==> config.mk <==
export PLATFORM = sky130hd
export DESIGN_NAME = conv_engine
export DESIGN_NICKNAME = d
export VERILOG_FILES = /design/src/source/conv_pkg.sv /design/src/source/kernel_loader.sv /design/src/source/window_shifter.sv /design/src/source/mult_adder.sv /design/src/source/conv_result.sv /design/src/source/conv_engine.sv
export SDC_FILE = /design/constraint.sdc
export NUM_CORES = 2
export LEC_CHECK = 0
export BUFFER_PORTS_ARGS = -buffer_cell sky130_fd_sc_hd__buf_4
export CAP_MARGIN = 20
export CORE_MARGIN = 3
export CORE_UTILIZATION = 45
export CTS_BUF_LIST = sky130_fd_sc_hd__clkbuf_16
export CTS_CLUSTER_DIAMETER = 40
export DETAILED_ROUTE_END_ITERATION = 10
export SETUP_SLACK_MARGIN = 0.2
export SYNTH_ARGS = -nofsm -noshare
export SYNTH_HDL_FRONTEND = slang
export SYNTH_HIERARCHICAL = 1
export SYNTH_SLANG_ARGS = --single-unit
==> constraint.sdc <==
create_clock -name clock -period 4.3 [get_ports clock]
set_input_delay 0.645 -clock clock [delete_from_list [all_inputs] [get_ports clock]]
set_output_delay 0.645 -clock clock [all_outputs]
set_load 0.01 [all_outputs]
==> src/source/conv_pkg.sv <==
package conv_pkg;

  // kernel geometry
  localparam int TAP_COUNT = 9;

  // leaves of the adder tree, tap count rounded up to a power of two
  localparam int MA_TREE_SIZE = 16;
  localparam int TREE_DEPTH = $clog2(MA_TREE_SIZE);

  // datapath widths
  localparam int PIXEL_WIDTH = 8;
  localparam int WEIGHT_WIDTH = 8;
  localparam int PRODUCT_WIDTH = PIXEL_WIDTH + WEIGHT_WIDTH;

  // headroom for summing the products up the tree
  localparam int PAD_WIDTH = 4;
  localparam int ACC_WIDTH = PRODUCT_WIDTH + PAD_WIDTH;

  localparam int RESULT_WIDTH = 16;
  localparam int TAP_INDEX_WIDTH = 4;

  typedef logic signed [PIXEL_WIDTH-1:0] pixel_t;

  typedef logic signed [WEIGHT_WIDTH-1:0] weight_t;

  typedef logic signed [PRODUCT_WIDTH-1:0] product_t;

  // product sign extended by the pad bits
  typedef logic signed [ACC_WIDTH-1:0] acc_t;

  typedef logic signed [RESULT_WIDTH-1:0] result_t;

  typedef logic [TAP_INDEX_WIDTH-1:0] tap_index_t;

endpackage

==> src/source/kernel_loader.sv <==
module kernel_loader (
  input  logic                                         clock,
  input  logic                                         reset,
  input  conv_pkg::weight_t                            weight_in,
  input  conv_pkg::tap_index_t                         weight_addr,
  input  logic                                         weight_strobe,
  output conv_pkg::weight_t [conv_pkg::TAP_COUNT-1:0]  taps
);

  conv_pkg::weight_t weights [conv_pkg::TAP_COUNT];
  logic              addr_in_range;

  // addresses past the last tap are dropped
  assign addr_in_range =
    (weight_addr < conv_pkg::TAP_INDEX_WIDTH'(conv_pkg::TAP_COUNT));

  always_ff @(posedge clock or negedge reset) begin
    if (!reset) begin
      weights <= '{default: '0};
    end else if (weight_strobe && addr_in_range) begin
      weights[weight_addr] <= weight_in;
    end
  end

  // taps follow the registers directly, tap 0 in the low byte
  genvar t;
  generate
    for (t = 0; t < conv_pkg::TAP_COUNT; t++) begin : g_tap
      assign taps[t] = weights[t];
    end
  endgenerate

endmodule

==> src/source/window_shifter.sv <==
module window_shifter #(
  parameter int image_width = 8
) (
  input  logic                                        clock,
  input  logic                                        reset,
  input  conv_pkg::pixel_t                            pixel_in,
  input  logic                                        pixel_strobe,
  output conv_pkg::pixel_t [conv_pkg::TAP_COUNT-1:0]  window,
  output logic                                        window_valid
);

  localparam int WINDOW_DIM = 3;
  localparam int COL_WIDTH = (image_width > 1) ? $clog2(image_width) : 1;

  typedef enum logic {
    fill_rows,
    streaming
  } fill_state_t;

  fill_state_t state;

  logic [COL_WIDTH-1:0] col;
  logic [1:0]           row;
  logic                 last_col;
  logic                 window_done;

  // row delays, near holds the previous row and far the one before it
  conv_pkg::pixel_t line_near [image_width];
  conv_pkg::pixel_t line_far  [image_width];
  conv_pkg::pixel_t near_out;
  conv_pkg::pixel_t far_out;

  // window storage as [row][column], column 2 is the newest
  conv_pkg::pixel_t win [WINDOW_DIM][WINDOW_DIM];

  assign near_out = line_near[col];
  assign far_out  = line_far[col];

  assign last_col = (col == COL_WIDTH'(image_width - 1));

  // third pixel of the third row completes the first window
  assign window_done = (row == 2'd2) && (col >= COL_WIDTH'(WINDOW_DIM - 1));

  // read before write at the same column
  always_ff @(posedge clock) begin
    if (pixel_strobe) begin
      line_far[col]  <= near_out;
      line_near[col] <= pixel_in;
    end
  end

  always_ff @(posedge clock or negedge reset) begin
    if (!reset) begin
      win <= '{default: '0};
    end else if (pixel_strobe) begin
      for (int r = 0; r < WINDOW_DIM; r++) begin
        win[r][0] <= win[r][1];
        win[r][1] <= win[r][2];
      end
      win[0][2] <= far_out;
      win[1][2] <= near_out;
      win[2][2] <= pixel_in;
    end
  end

  // column and row counters with the fill state
  always_ff @(posedge clock or negedge reset) begin
    if (!reset) begin
      col          <= '0;
      row          <= '0;
      state        <= fill_rows;
      window_valid <= 1'b0;
    end else begin
      window_valid <= 1'b0;
      if (pixel_strobe) begin
        col <= last_col ? '0 : col + 1'b1;
        // row count saturates once two rows are stored
        if (last_col && (row != 2'd2)) begin
          row <= row + 1'b1;
        end
        case (state)
          fill_rows: begin
            if (window_done) begin
              state        <= streaming;
              window_valid <= 1'b1;
            end
          end
          streaming: begin
            window_valid <= 1'b1;
          end
          default: begin
            state <= fill_rows;
          end
        endcase
      end
    end
  end

  // raster order, tap 0 is top-left
  genvar r, c;
  generate
    for (r = 0; r < WINDOW_DIM; r++) begin : g_row
      for (c = 0; c < WINDOW_DIM; c++) begin : g_col
        assign window[r * WINDOW_DIM + c] = win[r][c];
      end
    end
  endgenerate

endmodule

==> src/source/mult_adder.sv <==
module mult_adder (
  input  logic                                         clock,
  input  logic                                         reset,
  input  conv_pkg::pixel_t  [conv_pkg::TAP_COUNT-1:0]  in,
  input  conv_pkg::weight_t [conv_pkg::TAP_COUNT-1:0]  kernel,
  output conv_pkg::acc_t                               sum,
  output logic                                         carry
);

  localparam int NODE_COUNT  = 2 * conv_pkg::MA_TREE_SIZE - 1;
  localparam int LEAF_BASE   = conv_pkg::MA_TREE_SIZE - 1;
  localparam int PRODUCT_MSB = conv_pkg::PRODUCT_WIDTH - 1;
  localparam int ACC_MSB     = conv_pkg::ACC_WIDTH - 1;

  // heap order, node 0 is the root and node n has children 2n+1 and 2n+2
  conv_pkg::acc_t tree       [NODE_COUNT];
  logic           tree_carry [NODE_COUNT];

  genvar i;
  generate
    for (i = 0; i < conv_pkg::MA_TREE_SIZE; i++) begin : g_leaf
      if (i < conv_pkg::TAP_COUNT) begin : g_tap
        conv_pkg::product_t product;

        // one registered multiply per tap
        always_ff @(posedge clock or negedge reset) begin
          if (!reset) begin
            product <= '0;
          end else begin
            product <= $signed(in[i]) * $signed(kernel[i]);
          end
        end

        assign tree[LEAF_BASE + i] = {{conv_pkg::PAD_WIDTH{product[PRODUCT_MSB]}}, product};
      end else begin : g_unused
        // spare leaves above the last tap
        assign tree[LEAF_BASE + i] = '0;
      end

      assign tree_carry[LEAF_BASE + i] = 1'b0;
    end
  endgenerate

  genvar n;
  generate
    for (n = 0; n < LEAF_BASE; n++) begin : g_node
      conv_pkg::acc_t operand_a;
      conv_pkg::acc_t operand_b;
      conv_pkg::acc_t next_sum;
      logic           next_overflow;
      conv_pkg::acc_t node_sum;
      logic           node_carry;

      assign operand_a = tree[2 * n + 1];
      assign operand_b = tree[2 * n + 2];
      assign next_sum  = operand_a + operand_b;

      // signed overflow when both operands agree in sign and the sum does not
      assign next_overflow = (operand_a[ACC_MSB] == operand_b[ACC_MSB]) &&
                             (next_sum[ACC_MSB] != operand_a[ACC_MSB]);

      always_ff @(posedge clock or negedge reset) begin
        if (!reset) begin
          node_sum   <= '0;
          node_carry <= 1'b0;
        end else begin
          node_sum   <= next_sum;
          // sticky, carries from either child ride along with the sum
          node_carry <= next_overflow | tree_carry[2 * n + 1] | tree_carry[2 * n + 2];
        end
      end

      assign tree[n]       = node_sum;
      assign tree_carry[n] = node_carry;
    end
  endgenerate

  assign sum   = tree[0];
  assign carry = tree_carry[0];

endmodule

==> src/source/conv_result.sv <==
module conv_result (
  input  logic              clock,
  input  logic              reset,
  input  conv_pkg::acc_t    sum,
  input  logic              carry,
  input  logic              tree_valid,
  input  conv_pkg::result_t bias_in,
  input  logic              relu_enable,
  output conv_pkg::result_t result_out,
  output logic              result_valid,
  output logic              overflow
);

  // one extra bit so the bias add cannot wrap
  localparam int WIDE = conv_pkg::ACC_WIDTH + 1;

  localparam logic signed [WIDE-1:0] SAT_HIGH =
    WIDE'((2 ** (conv_pkg::RESULT_WIDTH - 1)) - 1);
  localparam logic signed [WIDE-1:0] SAT_LOW = -SAT_HIGH - 1;

  logic signed [WIDE-1:0] sum_wide;
  logic signed [WIDE-1:0] bias_wide;
  logic signed [WIDE-1:0] biased;
  logic signed [WIDE-1:0] rectified;
  conv_pkg::result_t      saturated;
  logic                   clipped;

  assign sum_wide  = {sum[conv_pkg::ACC_WIDTH-1], sum};
  assign bias_wide = {{(WIDE - conv_pkg::RESULT_WIDTH){bias_in[conv_pkg::RESULT_WIDTH-1]}},
                      bias_in};
  assign biased    = sum_wide + bias_wide;

  // relu clamps negative sums to zero
  assign rectified = (relu_enable && biased[WIDE-1]) ? '0 : biased;

  always_comb begin
    clipped   = 1'b0;
    saturated = rectified[conv_pkg::RESULT_WIDTH-1:0];
    if (rectified > SAT_HIGH) begin
      clipped   = 1'b1;
      saturated = SAT_HIGH[conv_pkg::RESULT_WIDTH-1:0];
    end else if (rectified < SAT_LOW) begin
      clipped   = 1'b1;
      saturated = SAT_LOW[conv_pkg::RESULT_WIDTH-1:0];
    end
  end

  always_ff @(posedge clock or negedge reset) begin
    if (!reset) begin
      result_out   <= '0;
      result_valid <= 1'b0;
      overflow     <= 1'b0;
    end else begin
      result_out   <= saturated;
      result_valid <= tree_valid;
      // flagged only alongside a valid result
      overflow     <= tree_valid && (carry || clipped);
    end
  end

endmodule

==> src/source/conv_engine.sv <==
module conv_engine #(
  parameter int image_width = 8
) (
  input  logic                 clock,
  input  logic                 reset,
  input  conv_pkg::pixel_t     pixel_in,
  input  logic                 pixel_strobe,
  input  conv_pkg::weight_t    weight_in,
  input  conv_pkg::tap_index_t weight_addr,
  input  logic                 weight_strobe,
  input  conv_pkg::result_t    bias_in,
  input  logic                 relu_enable,
  output conv_pkg::result_t    result_out,
  output logic                 result_valid,
  output logic                 overflow
);

  // multiply stage plus one stage per tree level
  localparam int VALID_DELAY = 1 + conv_pkg::TREE_DEPTH;

  conv_pkg::weight_t [conv_pkg::TAP_COUNT-1:0] taps;
  conv_pkg::pixel_t  [conv_pkg::TAP_COUNT-1:0] window;
  logic                                        window_valid;
  conv_pkg::acc_t                              sum;
  logic                                        carry;
  logic [VALID_DELAY-1:0]                      valid_pipe;
  logic                                        tree_valid;

  kernel_loader kernel_loader_inst (
    .clock         (clock),
    .reset         (reset),
    .weight_in     (weight_in),
    .weight_addr   (weight_addr),
    .weight_strobe (weight_strobe),
    .taps          (taps)
  );

  window_shifter #(
    .image_width (image_width)
  ) window_shifter_inst (
    .clock        (clock),
    .reset        (reset),
    .pixel_in     (pixel_in),
    .pixel_strobe (pixel_strobe),
    .window       (window),
    .window_valid (window_valid)
  );

  mult_adder mult_adder_inst (
    .clock  (clock),
    .reset  (reset),
    .in     (window),
    .kernel (taps),
    .sum    (sum),
    .carry  (carry)
  );

  // track each window through the tree
  always_ff @(posedge clock or negedge reset) begin
    if (!reset) begin
      valid_pipe <= '0;
    end else begin
      valid_pipe <= {valid_pipe[VALID_DELAY-2:0], window_valid};
    end
  end

  assign tree_valid = valid_pipe[VALID_DELAY-1];

  conv_result conv_result_inst (
    .clock        (clock),
    .reset        (reset),
    .sum          (sum),
    .carry        (carry),
    .tree_valid   (tree_valid),
    .bias_in      (bias_in),
    .relu_enable  (relu_enable),
    .result_out   (result_out),
    .result_valid (result_valid),
    .overflow     (overflow)
  );

endmodule

==> flow_summary.json <==
{
  "outcome": "finished, final reports clean",
  "synth_common_cells": "inv_1, dfrtp_1, fa_1",
  "worst_r2r_endpoint": "mult_adder_inst/g_leaf[8].g_tap.product[15]",
  "worst_pin_slew_ns": 1.07,
  "dieArea_um2": 115000,
  "row_count": 121,
  "drcViolationCount": 0,
  "grt_overflow": 0,
  "cts_buffers": 104,
  "reg2reg_from": "kernel_loader_inst/taps[65]",
  "whs_ns": 0.253,
  "whs_path_depth": 1,
  "clk_pin_slew_ns": 0.06,
  "r2r_slack_ns": 0.01,
  "max-cap-violations": 0,
  "synth_seq_cells": 648,
  "wire_per_inst_um": 17.4,
  "grt_first_pass_wirelength_mm": 184,
  "nNetsFinal": 5936,
  "drtIter0Drc": 1529,
  "dp_hpwl_mm": 88.2,
  "path_class": "reg2reg",
  "route.final.wire_length_mm": 114,
  "track_usage_pct": 20.1,
  "worst_slack_ns": 0.0127,
  "setup_viol": 0,
  "antenna_found_initial": 9,
  "synth_most_common_cell": "inv_1",
  "critical-path-max-stage-delay_ns": 0.54,
  "hold_path_end": "window_shifter_inst/line_near[2][1]",
  "synth_edf_count": 128,
  "first_pass_iters": 5,
  "final_util_pct": 54.2,
  "gp_congestion": 0.868,
  "synth_area_leaders": "dfrtp_1, fa_1, ha_1",
  "cts_num_sinks": 648,
  "synth_ff_type": "dfrtp_1",
  "ios": 59,
  "arrival_ns": 4.80,
  "viasPerCell": 4.98,
  "layout-drive-gt1-share_pct": 20.8,
  "core_um2": 109000,
  "place_area_um2": 53500,
  "port_buffers": 58,
  "hold_viol": 0,
  "critPathMaxFanout": 4,
  "worstRegToRegCells": 17,
  "die_width_um": 339,
  "yosysSeqAreaShare_pct": 33.8,
  "syn2layout_area_growth_pct": 18.9,
  "h-tree-depth": 3,
  "cts_tree": "done",
  "place_ws_ns": -0.0385,
  "grt_pass1_vias": 34062,
  "path_cells": "and2_4 -> fa_1 -> inv_2 -> fa_1 -> inv_2 -> fa_1 -> inv_2 -> fa_1 -> inv_2 -> ha_4 -> and2_4 -> a311oi_4 -> a21oi_2 -> and4_4 -> a2111oi_4 -> a21oi_2 -> xnor2_1",
  "cts_root_buffer": "clkbuf_16",
  "antenna_left": 0,
  "synth_cells": 4578,
  "min_period_ns": 4.29,
  "syn_nets": 5543,
  "crit_required_ns": 4.82,
  "clk_path_buf_depth": 3,
  "grt_setup_unrepaired": "true",
  "end_kind": "flop",
  "yosysTopAreaCellShare_pct": 26.1,
  "hold_path.class": "in2reg",
  "clock_latency_ns": 0.67,
  "start_kind": "flop",
  "min-delay-start": "pixel_in[1]",
  "grt_max_degree": 96,
  "die_height_um": 339,
  "period_share_pct": 99.7,
  "vias": 32528,
  "start_util_pct": 45.6,
  "syn_area_um2": 49800,
  "register_area_um2": 16900,
  "drv_slew": 0,
  "multi_input_area_um2": 31000,
  "design_area_um2": 59200,
  "slew_headroom_pct": 28.9,
  "syn-mean-instance-area_um2": 10.9,
  "fill_cells": 9608,
  "finClkSkew_ns": 0.0347,
  "yosysTopAreaCell": "dfrtp_1",
  "ys_async_sr_fraction_pct": 80.2,
  "yosys_warnings": 6,
  "slowest_stage": "fa_1",
  "max_freq_mhz": 233,
  "synth_cell_types": 88
}
-- critical path: cells and delay by family, from the launching register on --
family                     cells  cell delay [ns]
DFF                            1             0.38
and+or+nand+nor                3             0.47
adders and majority gates      5             2.32
xor gates and xnor gates       1             0.13
AOI/OAI and AO/OA              4             0.68
buffers and inverters          4             0.17
-- registers in the layout, summed over array words and instances, names as in the netlist --
register                              cells
conv_result_inst/result_valid             1
window_shifter_inst/col                   3
mult_adder_inst/g_node.node_sum          33
mult_adder_inst/g_node.operand_b         51
mult_adder_inst/sum                      20
window_shifter_inst/window_valid          1
mult_adder_inst/g_node.node_carry         7
mult_adder_inst/g_node.operand_a         90
window_shifter_inst/line_far             64
mult_adder_inst/g_leaf.g_tap.product    144
conv_result_inst/result_out              16
window_shifter_inst/line_near            64
mult_adder_inst/carry                     1
window_shifter_inst/state                 1
window_shifter_inst/row                   2
kernel_loader_inst/taps                  72
window_shifter_inst/window               72
conv_result_inst/overflow                 1
valid_pipe                                5
-- worst max-delay path by stage --
stage          slack (ns)                            from                                     endpoint
6_report             0.01     kernel_loader_inst/taps[65]  mult_adder_inst/g_leaf[8].g_tap.product[15]
5_1_grt             -0.14  window_shifter_inst/window[30]  mult_adder_inst/g_leaf[3].g_tap.product[15]
4_1_cts             0.008     kernel_loader_inst/taps[66]  mult_adder_inst/g_leaf[8].g_tap.product[15]
3_5_place_dp        -0.04     kernel_loader_inst/taps[57]  mult_adder_inst/g_leaf[7].g_tap.product[15]
3_3_place_gp         0.04     kernel_loader_inst/taps[27]  mult_adder_inst/g_leaf[3].g_tap.product[14]
2_1_floorplan        0.12     kernel_loader_inst/taps[66]  mult_adder_inst/g_leaf[8].g_tap.product[15]
-- layout by cell type, fill, tap and decap left out, types with 23 or more instances in the layout --
cell       instances
inv_1            763
fa_1             481
dfrtp_1          474
ha_1             362
and2_1           354
buf_4            292
nand2_1          219
xnor2_1          209
nor2_1           151
mux2_2           146
a21oi_1          144
edfxtp_1         128
clkbuf_16        106
nor2b_1           86
o21ai_0           85
inv_2             55
xor2_1            46
dfrtp_2           46
and2_4            46
o21a_1            42
ha_4              42
nor3_1            41
a21o_1            40
buf_6             35
nand2b_1          32
a21oi_2           32
nand3_1           31
mux2i_1           30
a211oi_1          25
fa_2              23
-- layout make-up --
class / count / area share [%]
Multi-Input combinational cell: 3071 / 52.3
Sequential cell: 648 / 28.6
Inverter: 813 / 5.15
Timing Repair Buffer: 333 / 4.54
Clock buffer: 106 / 4.48
Tap cell: 1476 / 3.12
Clock inverter: 89 / 1.81
Antenna cell: 1 / 0.00422
-- layer usage --
metal  track usage, %  routed length (um)  up-vias
met4             5.72                3210        0
li1                 -                   -    15689
met5                0                   0        -
met3             2.78                4120      174
met1             27.1               51200    16169
met2             33.9               55300      496
-- cells by family after synthesis --
logic type,Yosys count,share of synthesized area [%]
muxes,187,4.25
AOI/OAI and AO/OA,602,8.08
xor gates and xnor gates,263,4.62
buffers and inverters,859,6.63
and+or+nand+nor,1095,11.8
DFF,648,33.8
adders and majority gates,924,30.8
-- through the flow --
stage               std cells  TNS, ns
floorplan                4578        0
global route             6536   -0.823
global placement         6257        0
CTS                      6503        0
detailed placement       6257  -0.0427
finish                   6537        0
-- timing repair --
action | in CTS | in global routing
hold buffers | 1 | 0
hold endpoints to repair | 13 | 0
buffers inserted | 50 | 33
endpoints found under the setup margin | 39 | 49
pin swaps | 106 | 125
gates resized for setup | 132 | 241
Power is not shown: default switching activity piles up to over one toggle a cycle in this logic, so the estimate is an artifact.
